**src/rtl/blit_pkg.sv**
```systemverilog
//////////////////////////////////////////////////
// Blitter register map, CTRL bit positions and the
// sequencer state encoding. Register numbers are
// what the host puts on reg_num_i
//////////////////////////////////////////////////

`default_nettype none

package blit_pkg;

    typedef logic [3:0] reg_num_t;

    localparam reg_num_t REG_CTRL  = 4'd0;
    localparam reg_num_t REG_MOD_A = 4'd1;      // added to A address at line end
    localparam reg_num_t REG_SRC_A = 4'd2;      // A address, or A constant
    localparam reg_num_t REG_MOD_B = 4'd3;
    localparam reg_num_t REG_SRC_B = 4'd4;      // B address, or B constant
    localparam reg_num_t REG_VAL_C = 4'd5;
    localparam reg_num_t REG_MOD_D = 4'd6;
    localparam reg_num_t REG_DST_D = 4'd7;
    localparam reg_num_t REG_LINES = 4'd8;      // line count minus 1
    localparam reg_num_t REG_WORDS = 4'd9;      // words per line minus 1, queues the blit

    localparam int CTRL_A_CONST      = 0;
    localparam int CTRL_B_CONST      = 1;
    localparam int CTRL_B_NOT        = 2;
    localparam int CTRL_TRANSP_8B    = 5;       // compare bytes instead of nibbles
    localparam int CTRL_TRANSP_T_LSB = 8;       // T occupies bits 15:8

    typedef enum logic [2:0] {
        IDLE, SETUP, LINE_BEG, WAIT_RD_A, WAIT_RD_B, WAIT_WR_D, LINE_END
    } blit_state_t;

endpackage

`default_nettype wire

```
**src/rtl/vram_pkg.sv**
```systemverilog
//////////////////////////////////////////////////
// VRAM bus types shared by the blitter and its
// testbench: word and address widths, nibble write
// enable and the two views of a pixel word
//////////////////////////////////////////////////

`default_nettype none

package vram_pkg;

    localparam int WORD_W = 16;                 // VRAM data width
    localparam int ADDR_W = 16;                 // VRAM word address width

    typedef logic [WORD_W-1:0] word_t;
    typedef logic [ADDR_W-1:0] addr_t;
    typedef logic [3:0]        nibble_mask_t;   // one enable per nibble, bit 0 is the low nibble

    // the same 16 bits read as 4-bit or as 8-bit pixels
    typedef union packed {
        logic [3:0][3:0] nibbles;
        logic [1:0][7:0] bytes;
    } pixel_word_u;

endpackage

`default_nettype wire
```
**src/rtl/blitter.sv**
```systemverilog
//////////////////////////////////////////////////
// Blitter top level. Register bank, sequencer and
// combiner on a shared VRAM request/ack bus
//////////////////////////////////////////////////

`default_nettype none
`timescale 1ns/1ns

module blitter #(
    parameter int LINE_COUNT_W = 15
) (
    input  wire logic                    clk,
    input  wire logic                    reset_i,
    input  wire logic                    reg_wr_en_i,
    input  wire blit_pkg::reg_num_t      reg_num_i,
    input  wire vram_pkg::word_t         reg_data_i,
    input  wire logic                    vram_ack_i,
    input  wire vram_pkg::word_t         vram_data_i,
    output logic                         busy_o,
    output logic                         full_o,      // a blit is queued
    output logic                         done_o,
    output logic                         vram_sel_o,
    output logic                         vram_wr_o,
    output vram_pkg::nibble_mask_t       vram_wr_mask_o,
    output vram_pkg::addr_t              vram_addr_o,
    output vram_pkg::word_t              vram_data_o
);

    logic                   take;
    vram_pkg::word_t        ctrl, mod_a, src_a, mod_b, src_b, val_c, mod_d, dst_d, words;
    logic [LINE_COUNT_W-1:0] lines;
    vram_pkg::word_t        op_a, op_b, op_c;
    logic                   b_not, transp_8b;
    logic [7:0]             transp_t;

    blit_regs #(.LINE_COUNT_W(LINE_COUNT_W)) regs_i (
        .clk, .reset_i, .reg_wr_en_i, .reg_num_i, .reg_data_i,
        .take_i(take), .queued_o(full_o), .ctrl_o(ctrl),
        .mod_a_o(mod_a), .src_a_o(src_a), .mod_b_o(mod_b), .src_b_o(src_b),
        .val_c_o(val_c), .mod_d_o(mod_d), .dst_d_o(dst_d),
        .lines_o(lines), .words_o(words)
    );

    blit_seq #(.LINE_COUNT_W(LINE_COUNT_W)) seq_i (
        .clk, .reset_i, .queued_i(full_o), .ctrl_i(ctrl),
        .mod_a_i(mod_a), .src_a_i(src_a), .mod_b_i(mod_b), .src_b_i(src_b),
        .val_c_i(val_c), .mod_d_i(mod_d), .dst_d_i(dst_d),
        .lines_i(lines), .words_i(words), .vram_ack_i, .vram_data_i,
        .take_o(take), .busy_o, .done_o, .vram_sel_o, .vram_wr_o, .vram_addr_o,
        .val_a_o(op_a), .val_b_o(op_b), .val_c_o(op_c),
        .b_not_o(b_not), .transp_8b_o(transp_8b), .transp_t_o(transp_t)
    );

    blit_combine combine_i (
        .val_a_i(op_a), .val_b_i(op_b), .val_c_i(op_c), .b_not_i(b_not),
        .transp_8b_i(transp_8b), .transp_t_i(transp_t),
        .data_o(vram_data_o), .mask_o(vram_wr_mask_o)
    );

endmodule

`default_nettype wire

```
**src/rtl/blit_seq.sv**
```systemverilog
//////////////////////////////////////////////////
// Blit sequencer. Copies the queued blit into its
// working registers, then walks the rectangle: per
// word it reads A and B unless constant and writes
// D, holding each VRAM request until ack
//////////////////////////////////////////////////

`default_nettype none
`timescale 1ns/1ns

module blit_seq #(
    parameter int LINE_COUNT_W = 15
) (
    input  wire logic                    clk,
    input  wire logic                    reset_i,
    input  wire logic                    queued_i,
    input  wire vram_pkg::word_t         ctrl_i,
    input  wire vram_pkg::word_t         mod_a_i,
    input  wire vram_pkg::word_t         src_a_i,
    input  wire vram_pkg::word_t         mod_b_i,
    input  wire vram_pkg::word_t         src_b_i,
    input  wire vram_pkg::word_t         val_c_i,
    input  wire vram_pkg::word_t         mod_d_i,
    input  wire vram_pkg::word_t         dst_d_i,
    input  wire logic [LINE_COUNT_W-1:0] lines_i,
    input  wire vram_pkg::word_t         words_i,
    input  wire logic                    vram_ack_i,
    input  wire vram_pkg::word_t         vram_data_i,
    output logic                         take_o,
    output logic                         busy_o,
    output logic                         done_o,
    output logic                         vram_sel_o,
    output logic                         vram_wr_o,
    output vram_pkg::addr_t              vram_addr_o,
    output vram_pkg::word_t              val_a_o,
    output vram_pkg::word_t              val_b_o,
    output vram_pkg::word_t              val_c_o,
    output logic                         b_not_o,
    output logic                         transp_8b_o,
    output logic [7:0]                   transp_t_o
);

    blit_pkg::blit_state_t  state, next_state, word_start;
    logic                   a_const, b_const;
    vram_pkg::word_t        mod_a, mod_b, mod_d, words;
    vram_pkg::addr_t        src_a, src_b, dst_d;
    vram_pkg::addr_t        src_a_nx, src_b_nx, dst_d_nx;
    logic [LINE_COUNT_W:0]  line_cnt;                   // msb set on underflow
    logic [16:0]            word_cnt;
    logic                   last_line, last_word;

    assign last_line  = line_cnt[LINE_COUNT_W];
    assign last_word  = word_cnt[16];
    assign busy_o     = state != blit_pkg::IDLE;
    assign take_o     = state == blit_pkg::SETUP;
    assign vram_sel_o = state inside {blit_pkg::WAIT_RD_A, blit_pkg::WAIT_RD_B,
                                      blit_pkg::WAIT_WR_D};
    assign vram_wr_o  = state == blit_pkg::WAIT_WR_D;

    // first access of each word, skipping constant sources
    assign word_start = !a_const ? blit_pkg::WAIT_RD_A :
                        !b_const ? blit_pkg::WAIT_RD_B : blit_pkg::WAIT_WR_D;

    always_comb begin
        next_state = state;
        src_a_nx   = src_a;
        src_b_nx   = src_b;
        dst_d_nx   = dst_d;
        case (state)
            blit_pkg::IDLE: begin
                if (queued_i) begin
                    next_state = blit_pkg::SETUP;
                end
            end
            blit_pkg::SETUP: begin
                src_a_nx   = src_a_i;
                src_b_nx   = src_b_i;
                dst_d_nx   = dst_d_i;
                next_state = blit_pkg::LINE_BEG;
            end
            blit_pkg::LINE_BEG: next_state = word_start;
            blit_pkg::WAIT_RD_A: begin
                if (vram_ack_i) begin
                    src_a_nx   = src_a + 1'b1;
                    next_state = b_const ? blit_pkg::WAIT_WR_D : blit_pkg::WAIT_RD_B;
                end
            end
            blit_pkg::WAIT_RD_B: begin
                if (vram_ack_i) begin
                    src_b_nx   = src_b + 1'b1;
                    next_state = blit_pkg::WAIT_WR_D;
                end
            end
            blit_pkg::WAIT_WR_D: begin
                if (vram_ack_i) begin
                    dst_d_nx   = dst_d + 1'b1;
                    next_state = last_word ? blit_pkg::LINE_END : word_start;
                end
            end
            blit_pkg::LINE_END: begin
                src_a_nx = src_a + mod_a;               // line modulo
                src_b_nx = src_b + mod_b;
                dst_d_nx = dst_d + mod_d;
                if (!last_line) begin
                    next_state = blit_pkg::LINE_BEG;
                end else begin
                    next_state = queued_i ? blit_pkg::SETUP : blit_pkg::IDLE;
                end
            end
            default: next_state = blit_pkg::IDLE;
        endcase
    end

    always_ff @(posedge clk) begin
        if (reset_i) begin
            state  <= blit_pkg::IDLE;
            done_o <= 1'b0;
        end else begin
            state  <= next_state;
            done_o <= (state == blit_pkg::LINE_END) && last_line;
        end
    end

    always_ff @(posedge clk) begin
        src_a <= src_a_nx;
        src_b <= src_b_nx;
        dst_d <= dst_d_nx;
        case (next_state)                               // address of the coming request
            blit_pkg::WAIT_RD_A: vram_addr_o <= src_a_nx;
            blit_pkg::WAIT_RD_B: vram_addr_o <= src_b_nx;
            default:             vram_addr_o <= dst_d_nx;
        endcase
        case (state)
            blit_pkg::SETUP: begin
                a_const     <= ctrl_i[blit_pkg::CTRL_A_CONST];
                b_const     <= ctrl_i[blit_pkg::CTRL_B_CONST];
                b_not_o     <= ctrl_i[blit_pkg::CTRL_B_NOT];
                transp_8b_o <= ctrl_i[blit_pkg::CTRL_TRANSP_8B];
                transp_t_o  <= ctrl_i[blit_pkg::CTRL_TRANSP_T_LSB +: 8];
                mod_a       <= mod_a_i;
                mod_b       <= mod_b_i;
                mod_d       <= mod_d_i;
                val_a_o     <= src_a_i;                 // constant if A is not read
                val_b_o     <= src_b_i;
                val_c_o     <= val_c_i;
                words       <= words_i;
                line_cnt    <= {1'b0, lines_i};
            end
            blit_pkg::LINE_BEG: begin
                line_cnt <= line_cnt - 1'b1;
                word_cnt <= {1'b0, words} - 17'd1;
            end
            blit_pkg::WAIT_RD_A: if (vram_ack_i) val_a_o <= vram_data_i;
            blit_pkg::WAIT_RD_B: if (vram_ack_i) val_b_o <= vram_data_i;
            blit_pkg::WAIT_WR_D: if (vram_ack_i) word_cnt <= word_cnt - 1'b1;
            default: begin
            end
        endcase
    end

    // a pending request keeps its address and direction until ack
    a_req_stable: assert property (@(posedge clk) disable iff (reset_i)
        vram_sel_o && !vram_ack_i |=> vram_sel_o && $stable(vram_addr_o)
                                      && $stable(vram_wr_o));

    a_done_pulse: assert property (@(posedge clk) disable iff (reset_i)
        done_o |=> !done_o);

endmodule

`default_nettype wire

```
**src/rtl/blit_combine.sv**
```systemverilog
//////////////////////////////////////////////////
// Blitter data path: D = (A AND B') XOR C, plus the
// nibble write mask from the transparency test of
// B against T in 4-bit or 8-bit pixel mode
//////////////////////////////////////////////////

`default_nettype none
`timescale 1ns/1ns

module blit_combine (
    input  wire vram_pkg::word_t         val_a_i,
    input  wire vram_pkg::word_t         val_b_i,
    input  wire vram_pkg::word_t         val_c_i,
    input  wire logic                    b_not_i,
    input  wire logic                    transp_8b_i,
    input  wire logic [7:0]              transp_t_i,
    output vram_pkg::word_t              data_o,
    output vram_pkg::nibble_mask_t       mask_o
);

    vram_pkg::pixel_word_u  pix_b;
    vram_pkg::word_t        b_eff;
    vram_pkg::nibble_mask_t mask_4b;
    vram_pkg::nibble_mask_t mask_8b;

    assign pix_b  = val_b_i;                            // test uses B before inversion
    assign b_eff  = b_not_i ? ~val_b_i : val_b_i;
    assign data_o = (val_a_i & b_eff) ^ val_c_i;

    // even nibbles match T[3:0], odd nibbles T[7:4]
    always_comb begin
        for (int i = 0; i < 4; i++) begin
            mask_4b[i] = pix_b.nibbles[i] != transp_t_i[4*(i%2) +: 4];
        end
    end

    assign mask_8b = {{2{pix_b.bytes[1] != transp_t_i}},
                      {2{pix_b.bytes[0] != transp_t_i}}};

    assign mask_o = transp_8b_i ? mask_8b : mask_4b;   // 0 keeps the old nibble

endmodule

`default_nettype wire

```
**src/rtl/blit_regs.sv**
```systemverilog
//////////////////////////////////////////////////
// Blitter register bank. Holds one queued blit
// written by strobe; a WORDS write marks it queued
// and the sequencer clears it with take_i
//////////////////////////////////////////////////

`default_nettype none
`timescale 1ns/1ns

module blit_regs #(
    parameter int LINE_COUNT_W = 15
) (
    input  wire logic                    clk,
    input  wire logic                    reset_i,
    input  wire logic                    reg_wr_en_i,
    input  wire blit_pkg::reg_num_t      reg_num_i,
    input  wire vram_pkg::word_t         reg_data_i,
    input  wire logic                    take_i,      // sequencer copied the queue
    output logic                         queued_o,
    output vram_pkg::word_t              ctrl_o,
    output vram_pkg::word_t              mod_a_o,
    output vram_pkg::word_t              src_a_o,
    output vram_pkg::word_t              mod_b_o,
    output vram_pkg::word_t              src_b_o,
    output vram_pkg::word_t              val_c_o,
    output vram_pkg::word_t              mod_d_o,
    output vram_pkg::word_t              dst_d_o,
    output logic [LINE_COUNT_W-1:0]      lines_o,
    output vram_pkg::word_t              words_o
);

    logic words_wr;

    assign words_wr = reg_wr_en_i && (reg_num_i == blit_pkg::REG_WORDS);

    always_ff @(posedge clk) begin
        if (reset_i) begin
            queued_o <= 1'b0;
        end else if (words_wr) begin
            queued_o <= 1'b1;                           // new blit beats a take in the same cycle
        end else if (take_i) begin
            queued_o <= 1'b0;
        end
    end

    always_ff @(posedge clk) begin
        if (reg_wr_en_i) begin
            case (reg_num_i)
                blit_pkg::REG_CTRL:  ctrl_o  <= reg_data_i;
                blit_pkg::REG_MOD_A: mod_a_o <= reg_data_i;
                blit_pkg::REG_SRC_A: src_a_o <= reg_data_i;
                blit_pkg::REG_MOD_B: mod_b_o <= reg_data_i;
                blit_pkg::REG_SRC_B: src_b_o <= reg_data_i;
                blit_pkg::REG_VAL_C: val_c_o <= reg_data_i;
                blit_pkg::REG_MOD_D: mod_d_o <= reg_data_i;
                blit_pkg::REG_DST_D: dst_d_o <= reg_data_i;
                blit_pkg::REG_LINES: lines_o <= reg_data_i[LINE_COUNT_W-1:0];
                blit_pkg::REG_WORDS: words_o <= reg_data_i;
                default: begin
                end
            endcase
        end
    end

    // the sequencer only takes a blit that is actually waiting
    a_take_when_queued: assert property (@(posedge clk) disable iff (reset_i)
        take_i |-> queued_o);

endmodule

`default_nettype wire

```
**config.mk**
```make
export PLATFORM = sky130hd
export DESIGN_NAME = blitter
export DESIGN_NICKNAME = d
export VERILOG_FILES = /design/src/rtl/blit_pkg.sv /design/src/rtl/vram_pkg.sv /design/src/rtl/blitter.sv /design/src/rtl/blit_seq.sv /design/src/rtl/blit_combine.sv /design/src/rtl/blit_regs.sv
export SDC_FILE = /design/constraint.sdc
export NUM_CORES = 1
export LEC_CHECK = 0
export BUFFER_PORTS_ARGS = -buffer_cell sky130_fd_sc_hd__clkbuf_2
export CORE_MARGIN = 2
export CORE_UTILIZATION = 25
export CTS_CLUSTER_DIAMETER = 30
export DETAILED_ROUTE_END_ITERATION = 7
export GPL_TIMING_DRIVEN = 0
export SKIP_LAST_GASP = 1
export SLEW_MARGIN = 20
export SYNTH_ARGS = -nofsm -noshare
export SYNTH_HDL_FRONTEND = slang
export SYNTH_HIERARCHICAL = 1
export SYNTH_SLANG_ARGS = --single-unit
```
**constraint.sdc**
```tcl
create_clock -name clk -period 3.3 [get_ports clk]
set_input_delay 0.66 -clock clk [delete_from_list [all_inputs] [get_ports clk]]
set_output_delay 0.66 -clock clk [all_outputs]
set_load 0.02 [all_outputs]
```
==> results of run 1 <==
-- through the flow --
stage               cell area, um^2  TNS, ns  setup WS (ns)  power (mW)
floorplan                     17700        0         0.0801        8.15
global placement              19300  -145.96          -1.72        9.15
detailed placement            19500    -4.76         -0.772        9.24
CTS                           22500  -0.0598        -0.0598        17.8
global route                  22600   -0.124         -0.103        18.5
finish                        22600        0         0.0552        17.8
-- cell usage in the layout, fill, tap and decap left out, drive strengths merged, types with 5 or more instances in the layout --
cell type / n
bufinv: 9
a31oi: 10
a21o: 21
o31ai: 7
nor4: 14
mux2i: 31
a211oi: 23
dfxtp: 69
a221o: 9
xor2: 38
a221oi: 6
o22ai: 11
mux2: 17
or3: 13
nand3b: 5
xnor2: 75
buf: 37
clkinv: 37
o211ai: 5
o21a: 9
nor2: 106
nand2: 194
nand4: 13
edfxtp: 312
a21oi: 64
o21ai: 93
inv: 23
clkinvlp: 13
ha: 50
a22oi: 19
and2: 8
nor2b: 11
nand2b: 15
and3: 10
nand3: 33
or4: 5
nor3: 37
nor3b: 5
clkbuf: 208
-- what timing repair did --
action,4_1_cts,5_1_grt
hold endpoints to repair,0,0
endpoints found under the setup margin,17,14
cloned,1,0
pin swaps,0,4
gates resized for setup,16,18
-- routing by layer --
| metal | up-vias | track usage | routed length [um] |
|---|---|---|---|
| met5 | - | 0 | 0 |
| met2 | 672 | 0.237 | 25800 |
| met3 | 132 | 0.0418 | 5430 |
| met1 | 6537 | 0.210 | 25100 |
| li1 | 5989 | - | - |
| met4 | 0 | 0.0740 | 2460 |
-- area by class of cell --
cell class,instances,area [um^2]
diodes,3,7.51
plain buffers,54,282
clock buffers,96,2220
clock inverters,62,751
fillers,6991,47500
inverters,20,82.6
multi-input cells,1026,6710
flip-flops and latches,381,10800
well taps,940,1180
repair buffers,96,579
-- critical path, delay by kind of cell (launching register included) --
kind                   cells  cell delay, ns
and+or+nand+nor            3            0.70
DFF                        1            0.45
AOI/OAI and AO/OA          2            0.47
buffers and inverters      6            1.49
-- worst min-delay path by stage --
stage | startpoint | endpoint | slack (ns) | depth (start not counted)
after floorplan | regs_i/ctrl_o[0]$_DFFE_PP_ | seq_i/a_const$_DFFE_PP_ | 0.40 | 0
after global placement | regs_i/words_o[7]$_DFFE_PP_ | seq_i/words[7]$_DFFE_PP_ | 0.40 | 0
after detailed placement | regs_i/mod_b_o[3]$_DFFE_PP_ | seq_i/mod_b[3]$_DFFE_PP_ | 0.40 | 0
after CTS | vram_data_i[6] | seq_i/val_b_o[6]$_DFFE_PP_ | 0.30 | 3
after global routing | vram_data_i[6] | seq_i/val_b_o[6]$_DFFE_PP_ | 0.31 | 3
final | vram_data_i[6] | seq_i/val_b_o[6]$_DFFE_PP_ | 0.33 | 3
-- registers in the layout, indices dropped and copies added, names as in the netlist, 8 cells and up --
name               count
seq_i/line_cnt        16
seq_i/vram_addr_o     16
regs_i/lines_o        15
regs_i/src_a_o        16
seq_i/val_b_o         16
seq_i/mod_d           16
regs_i/ctrl_o         12
regs_i/dst_d_o        16
regs_i/mod_d_o        16
seq_i/src_a           16
seq_i/val_c_o         16
seq_i/transp_t_o       8
regs_i/mod_a_o        16
seq_i/word_cnt        17
seq_i/src_b           16
seq_i/mod_b           16
regs_i/mod_b_o        16
seq_i/val_a_o         16
seq_i/words           16
seq_i/mod_a           16
regs_i/words_o        16
seq_i/dst_d           16
regs_i/src_b_o        16
regs_i/val_c_o        16
-- where the power goes --
part	total [mW]	leakage, nW	switching (mW)	internal [mW]
Sequential	6.15	3.39	0.518	5.63
Combinational	3.12	3.27	1.90	1.22
Clock	8.51	1.40	2.90	5.61
==> impl_metrics.py, run 1 <==
metrics = {
    "outcome": {
        "status": "finished, final reports clean",
    },
    "floorplanning": {
        "die_w_um": 270,
        "die_area_um2": 72900,
        "die_h_um": 270,
        "rows": 97,
        "start_util": 0.253,
        "io_pins": 81,
        "core_area_um2": 70000,
    },
    "clock_tree": {
        "cts_buffers": 85,
        "clk_pin_slew_ns": 0.05,
        "cts_hold_buffers": 0,
        "cts_tree": "built",
        "clock_path_buffers": 3,
        "cts_setup_buffers": 0,
        "htreeDepth": 3,
        "insertion_delay_ns": 0.63,
        "clkSinkCount": 381,
        "ctsRootBufferMaster": "clkbuf_16",
    },
    "routing": {
        "route.detailed.drc": 0,
        "drtIter0Drc": 1291,
        "vias": 13330,
        "avgViaCountPerCell": 4.98,
        "wl_per_cell_um": 22.0,
        "first_pass_iters": 5,
        "routed_wl_um": 58800,
        "ant_nets": 0,
    },
    "global_routing": {
        "antenna_found_initial": 7,
        "grt_pass1_vias": 13097,
        "grt_max_degree": 37,
        "grt_pass1_wl_um": 85200,
        "grt_overflow_total": 0,
        "grt_usage": 0.158,
    },
    "timing": {
        "rsz0062_at_grt": "true",
        "worst_pin_slew_ns": 0.982,
        "fin_crit_ns": 3.24,
        "hold_viol": 0,
        "drv_slew": 0,
        "fin_skew_ns": 0.0528,
        "relSlewSlack": 0.343,
        "fin_crit_sh": 0.983,
        "whs_ns": 0.327,
        "fmaxAchievable_mhz": 308,
        "setup_viol": 0,
    },
    "placed_design": {
        "gp_congestion": 0.923,
        "dp.final_hpwl_um": 41100,
        "port-buffer-count": 79,
        "placedCellCount": 2517,
    },
    "final_layout": {
        "instances_no_fill": 2678,
        "syn_to_final_growth_pct": 27.5,
        "nets": 1757,
        "post-route-util": 0.322,
        "drive_gt1_frac": 0.183,
    },
    "worst_setup_path": {
        "rr_startpoint": "seq_i/state[0]$_SDFF_PP0_",
        "endpoint_kind": "flop",
        "cpMaxStageDelayCell": "dfxtp_1",
        "r2r_end": "seq_i/vram_addr_o[7]$_DFF_P_",
        "worstSetupStartpointType": "flop",
        "startpoint": "seq_i/state[0]$_SDFF_PP0_",
        "setup.worst_path.end": "seq_i/vram_addr_o[7]$_DFF_P_",
        "slowest_delay_ns": 0.45,
        "crit_type": "reg2reg",
        "reg2reg_depth": 11,
        "rrSetupSlack_ns": 0.06,
        "worst_ep_arrival_time_ns": 3.74,
        "path_max_fanout": 36,
        "crit_top_cell": "nand2_1",
        "path_cells": "buf_2 > or3b_1 > clkbuf_1 > inv_2 > buf_4 > buf_12 > buf_16 > nand2_1 > a21oi_1 > a22oi_1 > nand2_1",
        "required_ns": 3.80,
    },
    "power": {
        "power_density_nw_per_um2": 788,
        "power_leakage_nw": 8.07,
        "irDropWorstVdd_uv": 422,
    },
    "yosys": {
        "netlist_area_um2": 17700,
        "postSynthAreaPerCell_um2": 11.9,
        "netlist_instances": 1482,
        "yosysWarningCount": 6,
        "syn-num-nets": 1575,
    },
    "job": {
        "maxCapViolCount": 0,
    },
    "min_path": {
        "worstHoldPathType": "in2reg",
    },
}
Note: power is estimated with default switching activity, not from simulation.
==> inputs of run 2 (changes only) <==
--- a/config.mk
+++ b/config.mk
@@ -11,6 +11,7 @@
 export CTS_CLUSTER_DIAMETER = 30
 export DETAILED_ROUTE_END_ITERATION = 7
 export GPL_TIMING_DRIVEN = 0
+export PLACE_DENSITY = 0.5
 export SKIP_LAST_GASP = 1
 export SLEW_MARGIN = 20
 export SYNTH_ARGS = -nofsm -noshare
==> run 2 against run 1 <==
  * Sequential share of layout area down 0.55 points
  * Via count is 1.1% lower
  * Clock power is 10% higher
  * Worst setup slack got worse by 0.025 ns
  * Clock-buffer cell count rose by 12
  * Non-clock buffer count decreased by 3
  * Largest power group unchanged
  * Highest routed layer is now met5
==> impl_metrics.py, run 2 (synthesized netlist as in run 1, its figures left out) <==
metrics = {
    "outcome": {
        "status": "finished, final reports clean",
    },
    "worst_setup_path": {
        "startpoint": "seq_i/state[2]$_SDFF_PP0_",
        "required_ns": 3.82,
        "crit_type": "reg2reg",
        "path_max_fanout": 10,
        "worst_ep_arrival_time_ns": 3.79,
        "endpoint_kind": "flop",
        "worstSetupStartpointType": "flop",
        "rr_startpoint": "seq_i/state[2]$_SDFF_PP0_",
    },
    "routing": {
        "routed_wl_um": 59400,
        "avgViaCountPerCell": 4.90,
        "drtIter0Drc": 1371,
        "route.detailed.drc": 0,
        "first_pass_iters": 7,
        "ant_nets": 0,
        "vias": 13189,
        "wl_per_cell_um": 22.1,
    },
    "timing": {
        "fin_crit_sh": 0.991,
        "rsz0062_at_grt": "true",
        "drv_slew": 0,
        "hold_viol": 0,
        "setup_viol": 0,
        "worst_pin_slew_ns": 0.939,
        "fmaxAchievable_mhz": 306,
        "fin_crit_ns": 3.27,
        "relSlewSlack": 0.374,
        "whs_ns": 0.318,
        "fin_skew_ns": 0.0371,
    },
    "placed_design": {
        "port-buffer-count": 79,
        "gp_congestion": 0.929,
        "placedCellCount": 2516,
        "dp.final_hpwl_um": 41200,
    },
    "final_layout": {
        "top_register": "seq_i/word_cnt",
        "instances_no_fill": 2692,
        "drive_gt1_frac": 0.183,
        "nets": 1761,
        "layout_commonest_cell": "edfxtp_1",
        "layout_common_cells": "312 x edfxtp_1, 194 x nand2_1, 100 x nor2_1",
        "syn_to_final_growth_pct": 29.0,
        "largest_reg_flops": 17,
    },
    "floorplanning": {
        "io_pins": 81,
        "die_h_um": 270,
        "die_area_um2": 72900,
        "die_w_um": 270,
        "rows": 97,
        "core_area_um2": 70000,
        "start_util": 0.253,
    },
    "clock_tree": {
        "cts_buffers": 92,
        "clock_path_buffers": 3,
        "ctsRootBufferMaster": "clkbuf_16",
        "insertion_delay_ns": 0.63,
        "cts_tree": "built",
        "clkSinkCount": 381,
        "cts_setup_buffers": 0,
        "htreeDepth": 3,
        "clk_pin_slew_ns": 0.04,
        "cts_hold_buffers": 0,
    },
    "global_routing": {
        "antenna_found_initial": 13,
        "grt_overflow_total": 0,
        "grt_max_degree": 39,
        "grt_pass1_wl_um": 86500,
        "grt_pass1_vias": 12955,
        "grt_usage": 0.160,
    },
    "power": {
        "irDropWorstVdd_uv": 458,
        "totalPowerFinal_mw": 18.6,
        "power_density_nw_per_um2": 817,
        "power_leakage_nw": 8.21,
    },
    "min_path": {
        "min_from": "vram_data_i[12]",
        "worstHoldPathType": "in2reg",
    },
    "job": {
        "maxCapViolCount": 0,
    },
}
[run 2: cell count changes in the layout (fill, tap and decap cells not counted), sizes merged, moves of 2 or more]
cell,change
diode,+2
bufinv,+6
clkinvlp,-2
clkbuf,+10
clkinv,-2
[run 2: path summary, 6_finish.rpt]
check / end / slack, ns / cells after the start
setup / recovery: seq_i/vram_addr_o[3]$_DFF_P_ / 0.03 / 8
hold reg to reg: seq_i/mod_b[8]$_DFFE_PP_ / 0.41 / 0
setup reg to reg: seq_i/vram_addr_o[3]$_DFF_P_ / 0.03 / 8
hold / removal: seq_i/val_b_o[12]$_DFFE_PP_ / 0.32 / 3
[run 2: routing by layer]
metal,part of all wire,vias up,GRT usage
met1,0.44,6551,0.213
met4,0.031,4,0.0601
met3,0.073,115,0.0396
li1,-,6012,-
met5,0.00047,-,0
met2,0.46,507,0.252
[run 2: cell type report]
class / instances / area [um^2]
fillers: 6948 / 47200
flip-flops and latches: 381 / 10800
multi-input cells: 1026 / 6710
clock buffers: 108 / 2420
well taps: 940 / 1180
clock inverters: 65 / 827
repair buffers: 95 / 582
plain buffers: 52 / 258
inverters: 20 / 82.6
diodes: 5 / 12.5
[run 2: report_power, final]
group	switching [mW]	leakage (nW)	internal (mW)
Combinational	1.90	3.26	1.22
Clock	2.92	1.56	6.43
Sequential	0.533	3.39	5.63
Total	5.35	8.21	13.3
[run 2: repair_timing]
action / CTS / global route
cloned: 1 / 0
resized for setup: 10 / 11
endpoints found under the setup margin: 38 / 12
pin swaps: 0 / 1
[run 2: stage by stage]
stage / util / worst slack [ns] / cell area (um^2) / setup TNS, ns
after detailed placement: 0.278 / -0.665 / 19500 / -4.46
after floorplan: - / 0.0801 / 17700 / 0
after global placement: 0.275 / -1.69 / 19300 / -173.91
after CTS: 0.325 / -0.0774 / 22800 / -0.0774
after global routing: 0.326 / -0.0896 / 22800 / -0.177
final: 0.326 / 0.0304 / 22800 / 0
[run 2: worst max-delay path, stage by stage (launching register included)]
cell	delay, ns
dfxtp_1	0.47
nand2b_1	0.31
nor2_2	0.40
clkbuf_2	0.44
clkbuf_2	0.47
o21ai_0	0.14
o21ai_0	0.50
a22oi_1	0.20
nand2_1	0.23
==> inputs of run 3 (changes only) <==
--- a/config.mk
+++ b/config.mk
@@ -12,6 +12,8 @@
 export DETAILED_ROUTE_END_ITERATION = 7
 export GPL_TIMING_DRIVEN = 0
 export PLACE_DENSITY = 0.5
+export SETUP_SLACK_MARGIN = 0.05
+export SKIP_CTS_REPAIR_TIMING = 1
 export SKIP_LAST_GASP = 1
 export SLEW_MARGIN = 20
 export SYNTH_ARGS = -nofsm -noshare
==> run 3 against run 2 <==
  * The flow now finishes with violations (DRC)
  * Register-to-register slack better by 0.06 ns
  * Highest routed layer unchanged
  * Core utilization about the same
  * Sequential cell count unchanged
  * Critical path type unchanged
  * Maximum frequency up 2.0%
  * Critical path depth unchanged
  * Sequential share of layout area down 0.061 points
  * First-iteration DRC count down 5.5%
  * Hold slack better by 0.0011 ns
  * Worst setup slack better by 0.064 ns
  * Clock power about the same
==> impl_metrics.py, run 3 (synthesized netlist as in run 1, its figures left out) <==
metrics = {
    "floorplanning": {
        "io_pins": 81,
        "rows": 97,
        "die_area_um2": 72900,
        "die_w_um": 270,
        "core_area_um2": 70000,
        "die_h_um": 270,
        "start_util": 0.253,
    },
    "power": {
        "power_leakage_nw": 8.22,
        "irDropWorstVdd_uv": 458,
        "power_density_nw_per_um2": 816,
        "totalPowerFinal_mw": 18.6,
    },
    "clock_tree": {
        "ctsRootBufferMaster": "clkbuf_16",
        "clkSinkCount": 381,
        "insertion_delay_ns": 0.63,
        "htreeDepth": 3,
        "clk_pin_slew_ns": 0.04,
        "cts_tree": "built",
        "cts_buffers": 92,
        "clock_path_buffers": 3,
    },
    "min_path": {
        "worstHoldPathType": "in2reg",
    },
    "final_layout": {
        "drive_gt1_frac": 0.187,
        "seqCellArea_um2": 10800,
        "syn_to_final_growth_pct": 29.2,
        "layout_commonest_cell": "edfxtp_1",
        "nets": 1764,
        "top_register": "seq_i/word_cnt",
        "multiInputGateArea_um2": 6720,
        "fill_cells": 6943,
        "layout_common_cells": "312 x edfxtp_1, 194 x nand2_1, 100 x nor2_1",
        "fin_area_um2": 22900,
        "largest_reg_flops": 17,
    },
    "timing": {
        "hold_viol": 0,
        "drv_slew": 0,
        "rsz0062_at_grt": "true",
        "setup_ws_ns": 0.0939,
        "fin_crit_sh": 0.972,
        "fin_skew_ns": 0.0353,
        "fmaxAchievable_mhz": 312,
        "fin_crit_ns": 3.21,
        "worst_pin_slew_ns": 0.957,
        "setup_viol": 0,
        "setup-tns-final_ns": 0,
        "relSlewSlack": 0.362,
        "whs_ns": 0.319,
    },
    "worst_setup_path": {
        "worst_ep_arrival_time_ns": 3.72,
        "endpoint_kind": "flop",
        "path_max_fanout": 10,
        "crit_type": "reg2reg",
        "crit_buf_inv": 3,
        "worstSetupStartpointType": "flop",
        "slowest_delay_ns": 0.48,
        "rrSetupSlack_ns": 0.09,
        "cpMaxStageDelayCell": "o21ai_0",
        "path_cells": "inv_1 > nor2_2 > clkbuf_2 > clkbuf_2 > o21ai_0 > o21ai_0 > a22oi_1 > nand2_1",
        "cp_top_family": "buffers and inverters",
        "required_ns": 3.82,
    },
    "routing": {
        "routed_wl_um": 59700,
        "route.detailed.drc": 2,
        "avgViaCountPerCell": 4.90,
        "vias": 13199,
        "drtIter0Drc": 1295,
        "wl_per_cell_um": 22.2,
        "ant_nets": 0,
        "first_pass_iters": 7,
    },
    "global_routing": {
        "grt_overflow_total": 0,
        "grt_max_degree": 67,
        "grt_usage": 0.160,
        "antenna_found_initial": 13,
        "grt_pass1_vias": 12954,
        "grt_pass1_wl_um": 86500,
    },
    "placed_design": {
        "dp.final_hpwl_um": 41200,
        "dpl_cell_area_um2": 19500,
        "place_ws_ns": -0.665,
        "gp_congestion": 0.929,
        "port-buffer-count": 79,
    },
    "job": {
        "maxCapViolCount": 0,
    },
    "outcome": {
        "status": "finished, violations left",
        "violations": "DRC",
    },
}
[run 3: worst paths after layout]
| check | start | cells after the start | to |
|---|---|---|---|
| max | seq_i/state[1]$_SDFF_PP0_ | 8 | seq_i/vram_addr_o[3]$_DFF_P_ |
| min | vram_data_i[12] | 3 | seq_i/val_b_o[12]$_DFFE_PP_ |
| max reg2reg | seq_i/state[1]$_SDFF_PP0_ | 8 | seq_i/vram_addr_o[3]$_DFF_P_ |
| min reg2reg | regs_i/mod_b_o[8]$_DFFE_PP_ | 0 | seq_i/mod_b[8]$_DFFE_PP_ |
[run 3: stage by stage]
stage / std cells / util
4_1_cts: 2689 / 0.325
2_1_floorplan: 1482 / -
3_5_place_dp: 2516 / 0.278
3_3_place_gp: 2501 / 0.275
5_1_grt: 2692 / 0.326
6_report: 2694 / 0.326
[run 3: layer usage]
| layer | GRT usage | share of wire | vias to the layer above |
|---|---|---|---|
| li1 | - | - | 6009 |
| met1 | 0.213 | 0.44 | 6556 |
| met2 | 0.250 | 0.45 | 517 |
| met3 | 0.0400 | 0.069 | 113 |
| met4 | 0.0601 | 0.033 | 4 |
| met5 | 0 | 0.00047 | - |
[run 3: cell type report]
| type | count | share of cell area |
|---|---|---|
| Sequential cell | 381 | 0.470 |
| Multi-Input combinational cell | 1026 | 0.294 |
| Clock buffer | 108 | 0.106 |
| Tap cell | 940 | 0.0515 |
| Clock inverter | 65 | 0.0362 |
| Timing Repair Buffer | 97 | 0.0258 |
| Buffer | 53 | 0.0118 |
| Inverter | 20 | 0.00383 |
| Antenna cell | 4 | 0.000438 |
[run 3: where the power goes]
part           switching, mW  internal [mW]
sequential             0.536           5.63
clock                   2.92           6.43
combinational           1.90           1.23
total                   5.35           13.3
[run 3: worst reg2reg max path, cell delays in order, from the launching register on]
cell and delay (ns):
dfxtp_1 0.46, inv_1 0.29, nor2_2 0.41, clkbuf_2 0.43, clkbuf_2 0.47, o21ai_0 0.14, o21ai_0 0.48, a22oi_1 0.20
nand2_1 0.23
